<file path="config.mk">
export PLATFORM = sky130hd
export DESIGN_NAME = mem_subsys_top
export DESIGN_NICKNAME = d
export VERILOG_FILES = /design/src/source/mem_pkg.sv /design/src/source/mem_req_if.sv /design/src/source/mem_handler.sv /design/src/source/mem_req_fifo.sv /design/src/source/apb_mem_master.sv /design/src/source/mem_subsys_top.sv
export SDC_FILE = /design/constraint.sdc
export NUM_CORES = 1
export LEC_CHECK = 0
export BUFFER_PORTS_ARGS = -buffer_cell sky130_fd_sc_hd__buf_2
export CAP_MARGIN = 20
export CORE_MARGIN = 5
export CORE_UTILIZATION = 59
export CTS_BUF_LIST = sky130_fd_sc_hd__clkbuf_16
export DETAILED_ROUTE_END_ITERATION = 8
export PLACE_DENSITY = 0.84
export SYNTH_ARGS = -nofsm -noshare
export SYNTH_HDL_FRONTEND = slang
export SYNTH_SLANG_ARGS = --single-unit
</file>
<file path="constraint.sdc">
create_clock -name clk -period 7.97 [get_ports clk]
set_input_delay 1.594 -clock clk [delete_from_list [all_inputs] [get_ports clk]]
set_output_delay 1.594 -clock clk [all_outputs]
set_load 0.05 [all_outputs]
</file>
<file path="src/source/mem_pkg.sv">
package mem_pkg;

    // widths with a meaning
    typedef logic [31:0] word_t;    // data word, also used for addresses
    typedef logic [3:0]  strb_t;    // byte-write strobe, bit n = lane n

    // memory op codes from the control unit
    typedef enum logic [3:0] {
        OP_NONE = 4'd0,             // no memory access
        OP_LB   = 4'd1,             // load byte, sign extended
        OP_LH   = 4'd2,             // load half, sign extended
        OP_LW   = 4'd3,             // load word
        OP_LBU  = 4'd4,             // load byte, zero extended
        OP_LHU  = 4'd5,             // load half, zero extended
        OP_SB   = 4'd6,             // store byte
        OP_SH   = 4'd7,             // store half
        OP_SW   = 4'd8              // store word
    } mem_op_t;

    // store strobes, data always in the low lanes
    localparam strb_t STRB_BYTE = 4'b0001;
    localparam strb_t STRB_HALF = 4'b0011;
    localparam strb_t STRB_WORD = 4'b1111;

    // request buffer sizing
    localparam int FIFO_DEPTH = 4;          // entries held
    localparam int PTR_W      = 2;          // log2 of depth
    localparam int CNT_W      = PTR_W + 1;  // count reaches FIFO_DEPTH

    // handler phases
    typedef enum logic [1:0] {
        FETCH  = 2'd0,              // push instruction read
        F_WAIT = 2'd1,              // wait for instruction word
        DATA   = 2'd2,              // issue load/store of this instr
        D_WAIT = 2'd3               // wait for load data
    } handler_state_t;

    // apb master phases
    typedef enum logic [1:0] {
        IDLE   = 2'd0,              // nothing on the bus
        SETUP  = 2'd1,              // psel high, penable low
        ACCESS = 2'd2               // psel and penable high until pready
    } apb_state_t;

endpackage

</file>
<file path="src/source/mem_req_if.sv">
`timescale 1ns/1ps

interface mem_req_if (
    input logic clk
);
    import mem_pkg::*;

    // handler -> fifo
    logic  push_valid;
    logic  push_ready;
    logic  push_write;      // 1 = store, 0 = read
    word_t push_addr;
    word_t push_wdata;
    strb_t push_strb;

    // fifo -> apb master
    logic  pop_valid;
    logic  pop_ready;
    logic  pop_write;
    word_t pop_addr;
    word_t pop_wdata;
    strb_t pop_strb;

    // read data back to handler, one pulse per read
    logic  rsp_valid;
    word_t rsp_rdata;

    modport producer (
        input  clk, push_ready, rsp_valid, rsp_rdata,
        output push_valid, push_write, push_addr, push_wdata, push_strb
    );

    modport buffer (
        input  clk, push_valid, push_write, push_addr, push_wdata, push_strb, pop_ready,
        output push_ready, pop_valid, pop_write, pop_addr, pop_wdata, pop_strb
    );

    modport consumer (
        input  clk, pop_valid, pop_write, pop_addr, pop_wdata, pop_strb,
        output pop_ready, rsp_valid, rsp_rdata
    );

endinterface

</file>
<file path="src/source/mem_handler.sv">
`timescale 1ns/1ps

module mem_handler (
    input  logic             clk,
    input  logic             nrst,
    input  mem_pkg::word_t   pc_i,          // fetch address
    input  mem_pkg::mem_op_t mem_op_i,      // op code from control unit
    input  logic             mem_write_i,   // store requested
    input  logic             mem_read_i,    // load requested
    input  logic             mem_source_i,  // 1 = store from fpu reg
    input  mem_pkg::word_t   alu_addr_i,    // load/store address
    input  mem_pkg::word_t   fpu_data_i,
    input  mem_pkg::word_t   reg_data_i,
    output mem_pkg::word_t   instr_o,
    output logic             instr_valid_o,
    output mem_pkg::word_t   reg_data_o,    // extended load result
    output logic             reg_load_o,
    output logic             freeze_o,      // stall the core
    mem_req_if.producer      req
);
    import mem_pkg::*;

    handler_state_t state;
    handler_state_t state_n;
    mem_op_t        load_op_q;  // op of the load in flight
    word_t          st_src;     // fpu or reg data
    word_t          st_data;    // zero extended store data
    strb_t          st_strb;
    logic           st_ok;      // op code is a store we can issue
    logic           push_fire;
    logic           push_stall;

    // load result formatting by op code
    function automatic word_t load_extend(input word_t raw, input mem_op_t op);
        case (op)
            OP_LB:   return {{24{raw[7]}}, raw[7:0]};
            OP_LH:   return {{16{raw[15]}}, raw[15:0]};
            OP_LW:   return raw;
            OP_LBU:  return {24'b0, raw[7:0]};
            OP_LHU:  return {16'b0, raw[15:0]};
            default: return '0;     // not a load
        endcase
    endfunction

    // store data and strobe
    always_comb begin
        st_src = mem_source_i ? fpu_data_i : reg_data_i;
        case (mem_op_i)
            OP_SB: begin
                st_data = {24'b0, st_src[7:0]};
                st_strb = STRB_BYTE;
                st_ok   = 1'b1;
            end
            OP_SH: begin
                st_data = {16'b0, st_src[15:0]};
                st_strb = STRB_HALF;
                st_ok   = 1'b1;
            end
            OP_SW: begin
                st_data = st_src;
                st_strb = STRB_WORD;
                st_ok   = 1'b1;
            end
            default: begin
                st_data = '0;
                st_strb = '0;
                st_ok   = 1'b0;     // no write issued
            end
        endcase
    end

    // request build and next state
    always_comb begin
        state_n        = state;
        req.push_valid = 1'b0;
        req.push_write = 1'b0;
        req.push_addr  = alu_addr_i;
        req.push_wdata = '0;
        req.push_strb  = '0;        // reads carry no strobe
        case (state)
            FETCH: begin
                req.push_valid = 1'b1;
                req.push_addr  = pc_i;
                if (req.push_ready) state_n = F_WAIT;
            end
            F_WAIT: begin
                if (req.rsp_valid) state_n = DATA;
            end
            DATA: begin
                if (mem_write_i) begin
                    if (st_ok) begin
                        req.push_valid = 1'b1;
                        req.push_write = 1'b1;
                        req.push_wdata = st_data;
                        req.push_strb  = st_strb;
                        if (req.push_ready) state_n = FETCH;    // posted, no wait
                    end else begin
                        state_n = FETCH;
                    end
                end else if (mem_read_i) begin
                    req.push_valid = 1'b1;
                    if (req.push_ready) state_n = D_WAIT;
                end else begin
                    state_n = FETCH;    // no memory op this instr
                end
            end
            D_WAIT: begin
                if (req.rsp_valid) state_n = FETCH;
            end
            default: state_n = FETCH;
        endcase
    end

    assign push_fire  = req.push_valid && req.push_ready;
    assign push_stall = req.push_valid && !req.push_ready;   // fifo full
    assign freeze_o   = (state == F_WAIT) || (state == D_WAIT) || push_stall;

    always_ff @(posedge clk) begin
        if (!nrst) begin
            state         <= FETCH;
            instr_valid_o <= 1'b0;
            reg_load_o    <= 1'b0;
        end else begin
            state         <= state_n;
            instr_valid_o <= (state == F_WAIT) && req.rsp_valid;  // one cycle in DATA
            reg_load_o    <= (state == D_WAIT) && req.rsp_valid;
        end
    end

    // payload regs
    always_ff @(posedge clk) begin
        if ((state == F_WAIT) && req.rsp_valid) instr_o <= req.rsp_rdata;
        if ((state == D_WAIT) && req.rsp_valid) reg_data_o <= load_extend(req.rsp_rdata, load_op_q);
        if ((state == DATA) && push_fire && !req.push_write) load_op_q <= mem_op_i;
    end

endmodule

</file>
<file path="src/source/mem_req_fifo.sv">
`timescale 1ns/1ps

module mem_req_fifo (
    input  logic      clk,
    input  logic      nrst,
    mem_req_if.buffer req
);
    import mem_pkg::*;

    logic             wr_mem    [FIFO_DEPTH];   // write flag per entry
    word_t            addr_mem  [FIFO_DEPTH];
    word_t            wdata_mem [FIFO_DEPTH];
    strb_t            strb_mem  [FIFO_DEPTH];
    logic [PTR_W-1:0] wr_ptr;
    logic [PTR_W-1:0] rd_ptr;
    logic [CNT_W-1:0] count;                    // entries held
    logic             push_fire;
    logic             pop_fire;

    assign req.push_ready = (count != CNT_W'(FIFO_DEPTH));  // low only when full
    assign req.pop_valid  = (count != '0);
    assign push_fire      = req.push_valid && req.push_ready;
    assign pop_fire       = req.pop_valid && req.pop_ready;

    // head entry straight out
    assign req.pop_write = wr_mem[rd_ptr];
    assign req.pop_addr  = addr_mem[rd_ptr];
    assign req.pop_wdata = wdata_mem[rd_ptr];
    assign req.pop_strb  = strb_mem[rd_ptr];

    always_ff @(posedge clk) begin
        if (!nrst) begin
            wr_ptr <= '0;
            rd_ptr <= '0;
            count  <= '0;
        end else begin
            if (push_fire) wr_ptr <= wr_ptr + 1'b1;     // wraps at depth
            if (pop_fire) rd_ptr <= rd_ptr + 1'b1;
            case ({push_fire, pop_fire})
                2'b10:   count <= count + 1'b1;
                2'b01:   count <= count - 1'b1;
                default: count <= count;                // both or neither
            endcase
        end
    end

    // storage
    always_ff @(posedge clk) begin
        if (push_fire) begin
            wr_mem[wr_ptr]    <= req.push_write;
            addr_mem[wr_ptr]  <= req.push_addr;
            wdata_mem[wr_ptr] <= req.push_wdata;
            strb_mem[wr_ptr]  <= req.push_strb;
        end
    end

endmodule

</file>
<file path="src/source/apb_mem_master.sv">
`timescale 1ns/1ps

module apb_mem_master (
    input  logic           clk,
    input  logic           nrst,
    input  mem_pkg::word_t prdata_i,
    input  logic           pready_i,
    output mem_pkg::word_t paddr_o,
    output logic           psel_o,
    output logic           penable_o,
    output logic           pwrite_o,
    output mem_pkg::word_t pwdata_o,
    output mem_pkg::strb_t pstrb_o,
    mem_req_if.consumer    req
);
    import mem_pkg::*;

    apb_state_t state;
    word_t      addr_q;     // held for whole transfer
    word_t      wdata_q;
    strb_t      strb_q;
    logic       write_q;
    logic       pop_fire;
    logic       done;       // access phase accepted

    // take a request only when the bus is free and one is queued
    assign req.pop_ready = (state == IDLE) && req.pop_valid;
    assign pop_fire      = req.pop_valid && req.pop_ready;
    assign done          = (state == ACCESS) && pready_i;

    always_ff @(posedge clk) begin
        if (!nrst) begin
            state         <= IDLE;
            req.rsp_valid <= 1'b0;
        end else begin
            req.rsp_valid <= done && !write_q;  // reads only
            case (state)
                IDLE: begin
                    if (pop_fire) state <= SETUP;
                end
                SETUP:   state <= ACCESS;
                ACCESS: begin
                    if (pready_i) state <= IDLE;    // else wait state
                end
                default: state <= IDLE;
            endcase
        end
    end

    // request fields and read data capture
    always_ff @(posedge clk) begin
        if (pop_fire) begin
            addr_q  <= req.pop_addr;
            write_q <= req.pop_write;
            wdata_q <= req.pop_wdata;
            strb_q  <= req.pop_write ? req.pop_strb : '0;   // reads drive zero strobe
        end
        if (done && !write_q) req.rsp_rdata <= prdata_i;
    end

    assign psel_o    = (state != IDLE);
    assign penable_o = (state == ACCESS);
    assign paddr_o   = addr_q;
    assign pwrite_o  = write_q;
    assign pwdata_o  = wdata_q;
    assign pstrb_o   = strb_q;

endmodule

</file>
<file path="src/source/mem_subsys_top.sv">
`timescale 1ns/1ps

module mem_subsys_top (
    input  logic             clk,
    input  logic             nrst,
    // cpu side
    input  mem_pkg::word_t   pc_i,
    input  mem_pkg::mem_op_t mem_op_i,
    input  logic             mem_write_i,
    input  logic             mem_read_i,
    input  logic             mem_source_i,
    input  mem_pkg::word_t   alu_addr_i,
    input  mem_pkg::word_t   fpu_data_i,
    input  mem_pkg::word_t   reg_data_i,
    output mem_pkg::word_t   instr_o,
    output logic             instr_valid_o,
    output mem_pkg::word_t   reg_data_o,
    output logic             reg_load_o,
    output logic             freeze_o,
    // apb side
    output mem_pkg::word_t   paddr_o,
    output logic             psel_o,
    output logic             penable_o,
    output logic             pwrite_o,
    output mem_pkg::word_t   pwdata_o,
    output mem_pkg::strb_t   pstrb_o,
    input  mem_pkg::word_t   prdata_i,
    input  logic             pready_i
);

    mem_req_if u_req_if (.clk(clk));   // handler -> fifo -> master

    mem_handler u_handler (
        .clk           (clk),
        .nrst          (nrst),
        .pc_i          (pc_i),
        .mem_op_i      (mem_op_i),
        .mem_write_i   (mem_write_i),
        .mem_read_i    (mem_read_i),
        .mem_source_i  (mem_source_i),
        .alu_addr_i    (alu_addr_i),
        .fpu_data_i    (fpu_data_i),
        .reg_data_i    (reg_data_i),
        .instr_o       (instr_o),
        .instr_valid_o (instr_valid_o),
        .reg_data_o    (reg_data_o),
        .reg_load_o    (reg_load_o),
        .freeze_o      (freeze_o),
        .req           (u_req_if.producer)
    );

    mem_req_fifo u_fifo (
        .clk  (clk),
        .nrst (nrst),
        .req  (u_req_if.buffer)
    );

    apb_mem_master u_apb (
        .clk       (clk),
        .nrst      (nrst),
        .prdata_i  (prdata_i),
        .pready_i  (pready_i),
        .paddr_o   (paddr_o),
        .psel_o    (psel_o),
        .penable_o (penable_o),
        .pwrite_o  (pwrite_o),
        .pwdata_o  (pwdata_o),
        .pstrb_o   (pstrb_o),
        .req       (u_req_if.consumer)
    );

endmodule

</file>
======== Word-level counts from Yosys, hierarchy flattened ========
Memories as Yosys holds them, arrays and structs flattened. A register that Yosys moved wholly into a read port is not among the register bits.
Index checks and enable logic that the tools add are counted.
storage, ports and cells
  flip-flop bits (word level) ............. 115
  RAM bits ................................ 276
  input bits .............................. 170
  output and inout port bits .............. 138
  memories ................................ 4
operators by class
  add/subtract/negate cells ............... 4
  eq/ne operators ......................... 23
  multiplexer cells ....................... 35
  reduce and logical (&&, ||, !) cells .... 24
memory list
  name              depth  width  rd ports  clocked after Yosys merged registers in  write ports  line                text
  u_fifo.addr_mem   4      32     1         1                                        1            mem_req_fifo.sv:11  word_t addr_mem [FIFO_DEPTH];
  u_fifo.wdata_mem  4      32     1         1                                        1            mem_req_fifo.sv:12  word_t wdata_mem [FIFO_DEPTH];
  u_fifo.strb_mem   4      4      1         1                                        1            mem_req_fifo.sv:13  strb_t strb_mem [FIFO_DEPTH];
  u_fifo.wr_mem     4      1      1         1                                        1            mem_req_fifo.sv:10  logic wr_mem [FIFO_DEPTH];
operators with widths
  kind                   number
  $mux W32               5
  $pmux W32 S5           1
  $pmux W32 S3           1
  $mux W2                12
  $eq A4 B3 Y1 const B   4
  $mux W4                3
  $pmux W4 S3            1
  $logic_and A1 B1 Y1    10
  $eq A2 B2 Y1 const B   4
  $eq A4 B2 Y1 const B   2
  $mux W1                8
  $ne A2 B1 Y1 const B   4
  $ne A4 B3 Y1 const B   2
  $pmux W2 S4            1
  $eq A2 B1 Y1 const B   3
  $pmux W2 S3            1
  $pmux W3 S2            1
  $reduce_and A5 Y1      1
  $add A2 B1 Y2 const B  2
  $eq A4 B1 Y1 const B   1
  $eq A4 B4 Y1 const B   1
  $logic_not A1 Y1       4
  $logic_not A2 Y1       2
  $reduce_bool A2 Y1     2
  other kinds (9)        10

======== Longest topological paths before layout ========
Gate-level depths: netlist (run 1).
  depth after elaboration ................. 9
  mapped depth ............................ 11
  mapped depth without buffers ............ 10

======== Hierarchy ========
From an unflattened synthesis (run 1), not the netlist that was laid out.
second synthesis, totals
  cells, all modules ...................... 792
  area, all modules ....................... 17226.5 µm²
by module, submodules not included
  module          instances  cells an instance  area an instance (µm²)
  mem_req_fifo    1          413                10446.3
  mem_handler     1          262                3588.4
  apb_mem_master  1          117                3191.8

======== Worst setup path before layout (run 1) ========
OpenSTA, ideal clock, no wires.
  path type ............................... register to register
  from .................................... register u_apb.state[0]
  to ...................................... register u_fifo.count[2]
  setup time .............................. 0.073 ns
  data arrival time ....................... 5.298 ns
  required time ........................... 7.897 ns
  slack ................................... 2.599 ns
  stages on the path, launching flop included .. 9
  buffers on the path ..................... 0
  clock period less this slack ............ 5.371 ns
  cells stage by stage .................... dfxtp_1 -> or2_2 -> nor2_1 -> ha_1 -> inv_1 -> fa_1 -> xor2_1 -> or3_1 -> a21oi_1
on the way
  cells in the longest elaborated chain, start to end .. 5
  elaborated cells between the ends (all ways) .. 7
  those cells by class .................... 2 x eq/ne; 1 x mux; 4 x reduce/logical
RTL lines
  what                                                      line                  text
  start, declared                                           apb_mem_master.sv:18  apb_state_t state;
  start signal, assigned                                    apb_mem_master.sv:33  state <= IDLE;
  start signal, assigned                                    apb_mem_master.sv:39  if (pop_fire) state <= SETUP;
  start signal, assigned                                    apb_mem_master.sv:41  SETUP: state <= ACCESS;
  $logic_not A2 Y1 *                                        apb_mem_master.sv:27  assign req.pop_ready = (state == IDLE) && req.pop_valid;
  $logic_and A1 B1 Y1 *                                     apb_mem_master.sv:27
  $logic_and A1 B1 Y1 *                                     n/a
  net u_apb.pop_fire                                        apb_mem_master.sv:23  logic pop_fire;
  $eq A2 B1 Y1 / $eq A2 B2 Y1 (equally long branches)       mem_req_fifo.sv:39    case ({push_fire, pop_fire})
  $pmux W3 S2 / $reduce_bool A2 Y1 (equally long branches)  n/a
  end signal, assigned                                      mem_req_fifo.sv:40    2'b10: count <= count + 1'b1;
  end signal, assigned                                      mem_req_fifo.sv:41    2'b01: count <= count - 1'b1;
  end signal, assigned                                      mem_req_fifo.sv:42    default: count <= count;
  end, declared                                             mem_req_fifo.sv:16    logic [CNT_W-1:0] count;
Mark *: on every way through the listed nets, which the timed path passes. The rest lies on a longest branch.
A chain may end at the register's enable or synchronous reset.

======== Worst setup path in the final report (run 1) ========
  from .................................... input port mem_op_i[1]
  to ...................................... output port freeze_o
on the way
  cells in the longest elaborated chain, start to end .. 8
  elaborated cells between the ends (all ways) .. 10
  those cells by class .................... 3 x eq/ne; 4 x mux; 3 x reduce/logical
RTL lines
  what                                                 line                  text
  start, declared                                      mem_subsys_top.sv:8   input mem_pkg::mem_op_t mem_op_i,
  $eq A4 B3 Y1 / $eq A4 B4 Y1 (equally long branches)  mem_handler.sv:48     case (mem_op_i)
  $reduce_or A3 Y1 (no source line) *                  n/a
  $mux W1 *                                            mem_handler.sv:48
  $mux W1 *                                            mem_handler.sv:91     if (st_ok) begin
  $mux W1 *                                            mem_handler.sv:90     if (mem_write_i) begin
  $pmux W1 S2 *                                        mem_handler.sv:80     case (state)
  $logic_and A1 B1 Y1 *                                mem_handler.sv:115    assign push_stall = req.push_valid && !req.push_ready;
  $logic_or A1 B1 Y1 *                                 mem_handler.sv:116    assign freeze_o = (state == F_WAIT) || (state == D_WAIT) || push_stall;
  end, declared                                        mem_subsys_top.sv:19  output logic freeze_o,
Mark *: on every way between the ends. The rest lies on a longest branch, timed or not.

==> metrics.md, run 1 <==
| Metric | Value |
|---|---|
| Status | complete, no violations |
| Max-Slew Margin vs Limit | 0.287 |
| Maximum root-to-sink buffer count | 3 |
| Async set-reset flop share out of synthesis | 0 |
| Setup CP Type | input pin to output port |
| DRT iter0 DRCs | 594 |
| Top cell type's share of synthesized area | 0.783 |
| Minimum clock period | 4.57 ns |
| Row count | 61 |
| Clk root buf | clkbuf_16 |
| Wire length per cell | 21.5 um |
| Largest net degree at the start of global routing | 70 |
| Initial antenna violation count | 0 |
| Finished Cell Area | 0.0200 mm2 |
| Leakage | 7.41 nW |
| CP max-delay cell | nor4b_2 |
| Clk_lat worst skew | 0.52 ns |
| Post-DP HPWL | 20400 um |
| Clock Pin Slew Worst Setup and Hold Paths | 0.06 ns |
| Post-route clock period utilization | 0.573 |
| GRT met2 Usage | 0.348 |
| Layout cells sized above 1 | 0.421 |
| CTS tree | built |
| Synthesized net count | 952 |
| Ant diodes | 0 |
| Final Hold Fails | 0 |
| First-pass GRT wire length | 49000 um |
| Setup tns final | 0 ns |
| Synth cell types | 41 |
| Starting Density | 0.601 |
| Total power | 0.00709 W |
| Total die area | 0.0318 mm2 |
| Yosys warning total | 0 |
| Largest area contributor in the netlist | edfxtp_1 |
| EDFF count, synth | 436 |
| Worst path most repeated cell | buf_2 |
| H-tree depth | 2 |
| Worst slew pin tran | 1.07 ns |
| Vias in the first global route | 8732 |
| Total wire length | 32600 um |
| Worst Path Arrival | 2.97 ns |
| Total number of vias | 8420 |
| Synth Instances | 776 |
| Setup bufs post-CTS | 0 |
| Ports | 308 |
| Post-CTS Resized | 0 |
| Worst path max stage delay | 0.45 ns |
| Synth area leaders | edfxtp_1, mux4_2, mux2i_1, mux2_2, dfxtp_1 |
| Worst Clk Skew | 0.0201 ns |
| Ys flop type | edfxtp_1 |
| DRT antenna net count | 0 |
| CTS sink count | 452 |
| Die Ht | 178 um |
| Post-DP Area | 0.0187 mm2 |
| Reg2reg setup slack | 5.09 ns |
| Worst setup EP type | output port |
| CP cell instances | buf_2, nor4b_2, or4_1, nand3_1, nand2b_1, buf_2 |
| All-Layer GR Usage | 0.203 |
| Cts hold-fix bufs | 0 |
| Most Used Layer, Global Route | met2 |
| CTS buffer count | 44 |
| Hold slack | 0.436 ns |
| Area growth, synth to finish | 19.5% |
| Total Nets Final | 1280 |
| Met3 Use GR | 0.0422 |
| Worst-path fanout max | 4 |
| Core ar. | 0.0279 mm2 |
| Port-buffer cells | 307 |
| DP Cell Count | 1435 |
| RSZ-0062 raised after global routing | false |
| RD Place Congestion | 0.827 |
| Seq cells post-synth | 452 |
| Max IR drop VDD | 0.000275 V |
| Layout Cells excl Fill | 1517 |
| Fmax | 219 MHz |
| Post-Syn Area per Cell | 21.6 um2 |
| WP data required | 6.38 ns |
| Slew Viols, Final | 0 |
| M1 GR Usage | 0.273 |
| Pwr dens | 355 mW/mm2 |
| Drt first pass iters | 5 |
| Mapped Area | 0.0167 mm2 |
| GRT overflow | 0 |
| Die width | 178 um |
| Max Cap Viol | 0 |
| Number of remaining DRC errors | 0 |
| Hold Path Class | register to register |
| Sequential fraction of the synthesis area | 0.802 |
| Type of origin of the critical path | input pin |
| Avg Vias per Cell | 5.55 |
| Setup Viol. Count Final | 0 |
-- layer usage --
layer / part of all wire / vias to the layer above
met3: 0.085 / 32
met5: 0 / -
met2: 0.51 / 396
li1: - / 3780
met4: 0.014 / 0
met1: 0.39 / 4212
-- state kept, by name (all words and copies together), names as in the netlist, 2 cells and up, named ones only --
register,flops
u_fifo.wdata_mem,128
u_apb.pstrb_o,3
u_handler.reg_data_o,32
u_fifo.strb_mem,12
u_fifo.addr_mem,128
u_fifo.rd_ptr,2
u_fifo.wr_ptr,2
u_apb.pwdata_o,32
u_handler.load_op_q,4
u_apb.req.rsp_rdata,32
u_apb.state,2
u_fifo.count,3
u_apb.paddr_o,32
u_handler.instr_o,32
u_handler.state,2
-- final timing paths --
path	start	to	depth (start not counted)
hold reg to reg	u_apb.req.rsp_rdata[1]$_DFFE_PP_	u_handler.instr_o[1]$_DFFE_PP_	0
setup / recovery	mem_op_i[1]	freeze_o	6
hold / removal	u_apb.req.rsp_rdata[1]$_DFFE_PP_	u_handler.instr_o[1]$_DFFE_PP_	0
setup reg to reg	u_handler.state[1]$_SDFFE_PN0P_	u_fifo.count[2]$_SDFFE_PN0P_	10
-- cells in the final DEF (no fill, tap or decap), types with 3 or more instances in the layout --
master	instances
a21o_1	25
a21oi_1	6
mux4_2	68
nor2b_1	3
mux2_2	32
clkbuf_16	45
clkinv_2	3
mux2i_1	36
nor3_1	5
ha_1	5
inv_1	29
nor2_1	42
and2_1	14
nand2b_1	3
buf_4	5
dfxtp_1	14
xor2_1	3
and3b_1	3
and2_4	4
nand2_1	8
buf_2	307
clkinv_1	11
edfxtp_1	436
-- cells by family after synthesis --
kind of cell | count (synthesis) | share of synthesized area
flip-flops | 452 | 0.802
multiplexers | 136 | 0.135
AND/OR/NAND/NOR | 99 | 0.0301
buffers and inverters | 43 | 0.0114
AO/OA/AOI/OAI | 36 | 0.0153
adder cells (fa/ha/maj) | 6 | 0.00494
XOR/XNOR | 4 | 0.00209
-- metrics by stage --
step,worst slack [ns],utilization
6_report,3.40,0.718
3_3_place_gp,3.52,0.670
2_1_floorplan,2.60,-
3_5_place_dp,3.43,0.670
5_1_grt,3.34,0.718
4_1_cts,3.39,0.717
-- critical path: cells and delay by family --
| kind | cells | cell delay [ns] |
|---|---|---|
| simple gates | 4 | 0.97 |
| buf+inv | 2 | 0.42 |
-- power by group --
| part | total (W) | internal [W] | switching (W) | leakage, nW |
|---|---|---|---|---|
| clock | 0.00185 | 0.00105 | 0.000801 | 0.706 |
| combinational | 0.00181 | 0.000519 | 0.00129 | 2.57 |
| sequential | 0.00342 | 0.00323 | 0.000194 | 4.14 |
-- synth_stat cells (6+ instances only) --
cell,count
a21o_1,25
dfxtp_1,16
nor3_1,6
clkbuf_1,13
nand2_1,8
inv_1,10
nor2_1,46
a21oi_1,6
mux2i_1,36
mux4_2,68
mux2_2,32
and2_1,16
buf_2,11
edfxtp_1,436
-- final cells by class --
| class | instances | area (um2) |
|---|---|---|
| clock buffers | 45 | 1130 |
| clock inverters | 36 | 179 |
| fillers | 1665 | 7870 |
| inverters | 12 | 45.0 |
| multi-input cells | 281 | 3160 |
| flip-flops and latches | 452 | 13400 |
| well taps | 378 | 473 |
| repair buffers | 313 | 1590 |
(Power assumes the default switching activity.)
==> run 2: changes to the inputs <==
CORE_UTILIZATION = 50   (was 59)
PLACE_DENSITY = 0.76   (was 0.84)
clock period = 3.9 ns   (was 7.97 ns; I/O delays follow)
==> metrics.md, run 2 (synthesis gave the netlist of run 1 again) <==
| Metric | Value |
|---|---|
| Footprint of the multi-input gates | 0.00316 mm2 |
| Maximum root-to-sink buffer count | 3 |
| First-pass GRT wire length | 50700 um |
| Status | complete, no violations |
| Post-CTS Resized | 0 |
| Worst path max stage delay | 0.57 ns |
| H-tree depth | 2 |
| Initial antenna violation count | 1 |
| Type of origin of the critical path | register |
| Setup tns final | 0 ns |
| Setup WS pre-CTS | 0.672 ns |
| Worst Path Arrival | 2.18 ns |
| All-Layer GR Usage | 0.180 |
| Die Ht | 193 um |
| GRT overflow | 0 |
| CTS tree | built |
| Wire length per cell | 21.3 um |
| Number of remaining DRC errors | 0 |
| Avg Vias per Cell | 5.27 |
| Worst-path fanout max | 7 |
| Ant diodes | 0 |
| Total Nets Final | 1287 |
| Max Cap Viol | 0 |
| DRT antenna net count | 0 |
| M1 GR Usage | 0.245 |
| Hold Path Class | input pin to register |
| DRT iter0 DRCs | 501 |
| Clock Pin Slew Worst Setup and Hold Paths | 0.06 ns |
| Total die area | 0.0372 mm2 |
| Worst Clk Skew | 0.0175 ns |
| Final Hold Fails | 0 |
| Fillers | 2366 |
| WP data required | 3.12 ns |
| CP max-delay cell | or4_1 |
| Setup bufs post-CTS | 0 |
| Ports | 308 |
| Total number of vias | 8405 |
| Top flop regs | u_fifo.addr_mem: 128 flops, u_fifo.wdata_mem: 128 flops |
| Leakage | 7.49 nW |
| Starting Density | 0.503 |
| CP cell instances | inv_2, or4_1, nand3_1, nand2b_1, buf_2 |
| Worst setup EP type | output port |
| Storage element area | 0.0134 mm2 |
| Post-DP HPWL | 22000 um |
| GRT met2 Usage | 0.305 |
| Most frequent cells in the layout | edfxtp_1, buf_2, mux4_2, clkbuf_16, nor2_1 |
| CTS buffer count | 46 |
| Most Used Layer, Global Route | met2 |
| Layout cells sized above 1 | 0.432 |
| Worst setup margin | 0.936 ns |
| Setup CP Type | register to output port |
| Max-Slew Margin vs Limit | 0.300 |
| Row count | 67 |
| Met3 Use GR | 0.0362 |
| Pwr dens | 734 mW/mm2 |
| Largest net degree at the start of global routing | 70 |
| Vias in the first global route | 8796 |
| Utilization after layout | 0.610 |
| RSZ-0062 raised after global routing | false |
| Minimum clock period | 2.96 ns |
| Die width | 193 um |
| CTS sink count | 452 |
| Setup Viol. Count Final | 0 |
| Core ar. | 0.0333 mm2 |
| Post-route clock period utilization | 0.760 |
| Slew Viols, Final | 0 |
| Clk root buf | clkbuf_16 |
| Cts hold-fix bufs | 0 |
| RD Place Congestion | 0.867 |
| Max IR drop VDD | 0.000602 V |
| Total wire length | 34000 um |
| Area growth, synth to finish | 21.4% |
| Commonest non-fill, non-tap cell in the layout | edfxtp_1 |
| Port-buffer cells | 307 |
| Fmax | 337 MHz |
| Drt first pass iters | 5 |
| Clk_lat worst skew | 0.55 ns |
| Worst slew pin tran | 1.05 ns |
## run 2: cell types whose count changed in the layout (fill, tap and decap cells not counted), sizes merged
| cell | before | now |
|---|---|---|
| clkinv | 14 | 20 |
| buf | 313 | 318 |
| inv | 32 | 25 |
| bufinv | 1 | 3 |
| clkbuf | 45 | 46 |
## run 2: through the flow
step	cell area [um2]	hold slack [ns]	std cells	power, W
final	20300	0.409	1594	0.0149
after global routing	20300	0.388	1594	0.0156
after CTS	20300	0.385	1594	0.0151
after detailed placement	18900	0.423	1511	0.0109
after global placement	18900	0.420	1511	0.0109
after floorplan	16700	0.417	776	0.00977
## run 2: power breakdown
part           total, W  internal (W)  leakage (nW)  switching (W)
registers       0.00703       0.00659          4.14       0.000439
logic           0.00375       0.00111          2.61        0.00264
clock network   0.00414       0.00237         0.751        0.00177
total            0.0149        0.0101          7.49        0.00485
## run 2: final timing paths
kind,slack [ns],end,cells after the start,startpoint
hold reg to reg,0.44,u_handler.instr_o[6]$_DFFE_PP_,0,u_apb.req.rsp_rdata[6]$_DFFE_PP_
hold / removal,0.41,u_apb.req.rsp_rdata[1]$_DFFE_PP_,1,prdata_i[1]
setup / recovery,0.94,freeze_o,5,u_handler.state[1]$_SDFFE_PN0P_
setup reg to reg,1.06,u_fifo.count[2]$_SDFFE_PN0P_,10,u_handler.state[1]$_SDFFE_PN0P_
## run 2: metal layers
| layer | part of all wire | wire length [um] | vias to the layer above |
|---|---|---|---|
| li1 | - | - | 3792 |
| met1 | 0.40 | 13700 | 4213 |
| met2 | 0.50 | 17000 | 352 |
| met3 | 0.082 | 2770 | 46 |
| met4 | 0.015 | 500 | 2 |
| met5 | 0.00024 | 8 | - |
## run 2: worst max-delay path: cells and delay by family (launching register included)
kind                   cells  cell delay [ns]
DFF                        1             0.50
and+or+nand+nor            3             0.81
buffers and inverters      2             0.34
## run 2: area by class of cell
class | count | area share
Inverter | 12 | 0.00222
Clock buffer | 46 | 0.0567
Timing Repair Buffer | 318 | 0.0828
Tap cell | 448 | 0.0276
Multi-Input combinational cell | 281 | 0.155
Sequential cell | 452 | 0.661
Clock inverter | 37 | 0.0148
==> run 3: changes to the inputs <==
clock period = 2.6 ns   (was 3.9 ns; I/O delays follow)
==> metrics.md, run 3 (synthesis gave the netlist of run 1 again) <==
| Metric | Value |
|---|---|
| Worst Path Arrival | 2.97 ns |
| Leakage | 7.62 nW |
| Die Ht | 193 um |
| Total Nets Final | 1305 |
| Post-DP HPWL | 22500 um |
| Drt first pass iters | 4 |
| Worst slew pin tran | 1.02 ns |
| Starting Density | 0.503 |
| Fmax | 396 MHz |
| Met3 Use GR | 0.0342 |
| Storage element area | 0.0134 mm2 |
| GRT overflow | 0 |
| Flop pwr share | 0.456 |
| Switching power | 0.00720 W |
| DRT iter0 DRCs | 494 |
| Number of remaining DRC errors | 0 |
| Pwr dens | 1100 mW/mm2 |
| GRT met2 Usage | 0.299 |
| Slew Viols, Final | 0 |
| Clk_lat worst skew | 0.54 ns |
| Minimum clock period | 2.52 ns |
| Cts hold-fix bufs | 0 |
| Status | complete, no violations |
| Core ar. | 0.0333 mm2 |
| Setup WS pre-CTS | -0.206 ns |
| Largest net degree at the start of global routing | 70 |
| Commonest non-fill, non-tap cell in the layout | edfxtp_1 |
| Die width | 193 um |
| Comb pwr share | 0.262 |
| Port-buffer cells | 307 |
| Most Used Layer, Global Route | met2 |
| Post-CTS Resized | 1 |
| Type of origin of the critical path | register |
| CTS buffer count | 44 |
| RD Place Congestion | 0.817 |
| Footprint of the multi-input gates | 0.00318 mm2 |
| Setup CP Type | register to register |
| Setup Viol. Count Final | 0 |
| Post-route clock period utilization | 0.970 |
| H-tree depth | 2 |
| All-Layer GR Usage | 0.182 |
| Worst-path fanout max | 4 |
| Total wire length | 34300 um |
| Clock Pin Slew Worst Setup and Hold Paths | 0.06 ns |
| Clk network pwr share | 0.283 |
| Most frequent cells in the layout | edfxtp_1, buf_2, mux4_2, clkbuf_16, nor2_1 |
| Worst setup margin | 0.0767 ns |
| Sw Share | 0.316 |
| Ant diodes | 0 |
| Maximum root-to-sink buffer count | 3 |
| RSZ-0062 raised after global routing | false |
| Area growth, synth to finish | 23.1% |
| Avg Vias per Cell | 5.22 |
| CTS tree | built |
| First-pass GRT wire length | 50800 um |
| DRT antenna net count | 0 |
| Total die area | 0.0372 mm2 |
| Final Hold Fails | 0 |
| M1 GR Usage | 0.254 |
| Initial antenna violation count | 0 |
| Wire length per cell | 21.3 um |
| Max-Slew Margin vs Limit | 0.321 |
| Vias in the first global route | 8573 |
| Clk root buf | clkbuf_16 |
| Worst setup EP type | register |
| Worst Clk Skew | 0.0203 ns |
| Max Cap Viol | 0 |
| WP data required | 3.05 ns |
| Fillers | 2305 |
| Setup bufs post-CTS | 0 |
| Hold Path Class | input pin to register |
| Row count | 67 |
| Utilization after layout | 0.619 |
| Pint | 0.0156 W |
| Max IR drop VDD | 0.000794 V |
| Ports | 308 |
| CTS sink count | 452 |
| Top flop regs | u_fifo.addr_mem: 128 flops, u_fifo.wdata_mem: 128 flops |
| Layout cells sized above 1 | 0.446 |
| Total number of vias | 8408 |
==> run 3: cell count changes in the layout (fill, tap and decap cells not counted), sizes merged <==
| cell | change |
|---|---|
| clkbuf | -2 |
| clkinvlp | +2 |
| clkinv | -3 |
| buf | +20 |
| inv | -4 |
| bufinv | +5 |
==> run 3: cell type report <==
cell class / instances / area share
Sequential cell: 452 / 0.651
Clock inverter: 37 / 0.0189
Timing Repair Buffer: 338 / 0.0927
Inverter: 12 / 0.00219
Clock buffer: 44 / 0.0534
Multi-Input combinational cell: 281 / 0.154
Tap cell: 448 / 0.0272
==> run 3: per-stage QoR <==
stage                     std cells  TNS, ns  total power, W  cell area [um2]  hold WS (ns)
after global routing           1612        0          0.0237            20600         0.149
after floorplan                 776   -0.622          0.0147            16800         0.417
after global placement         1531   -0.196          0.0165            19100         0.421
final                          1612        0          0.0228            20600         0.171
after CTS                      1612        0          0.0230            20600         0.147
after detailed placement       1531   -0.206          0.0166            19100         0.425
==> run 3: path summary, 6_finish.rpt <==
path | from | endpoint | slack, ns | cells past startpoint
hold / removal | prdata_i[5] | u_apb.req.rsp_rdata[5]$_DFFE_PP_ | 0.17 | 1
hold reg to reg | u_apb.req.rsp_rdata[4]$_DFFE_PP_ | u_handler.instr_o[4]$_DFFE_PP_ | 0.44 | 0
setup reg to reg | u_handler.state[1]$_SDFFE_PN0P_ | u_fifo.count[2]$_SDFFE_PN0P_ | 0.08 | 10
setup / recovery | u_handler.state[1]$_SDFFE_PN0P_ | u_fifo.count[2]$_SDFFE_PN0P_ | 0.08 | 10
==> run 3: power groups by stage <==
stage / combinational (W) / sequential [W] / clock (W)
2_1_floorplan: 0.00235 / 0.0123 / 0
3_3_place_gp: 0.00599 / 0.0105 / 0
3_5_place_dp: 0.00604 / 0.0105 / 0
4_1_cts: 0.00608 / 0.0104 / 0.00656
5_1_grt: 0.00632 / 0.0105 / 0.00689
6_report: 0.00596 / 0.0104 / 0.00643
==> run 3: critical path: stages, from the launching register on <==
cell and delay [ns]:
dfxtp_1 0.34, inv_2 0.06, or4_1 0.58, and3_1 0.21, inv_1 0.09, ha_4 0.13, inv_2 0.03, fa_1 0.36
xor2_1 0.16, or3_1 0.33, a21oi_1 0.14
==> run 3: metal layers <==
metal | wire, um | vias up
met4 | 777 | 0
li1 | - | 3827
met3 | 2630 | 57
met1 | 13900 | 4181
met5 | 0 | -
met2 | 17000 | 343
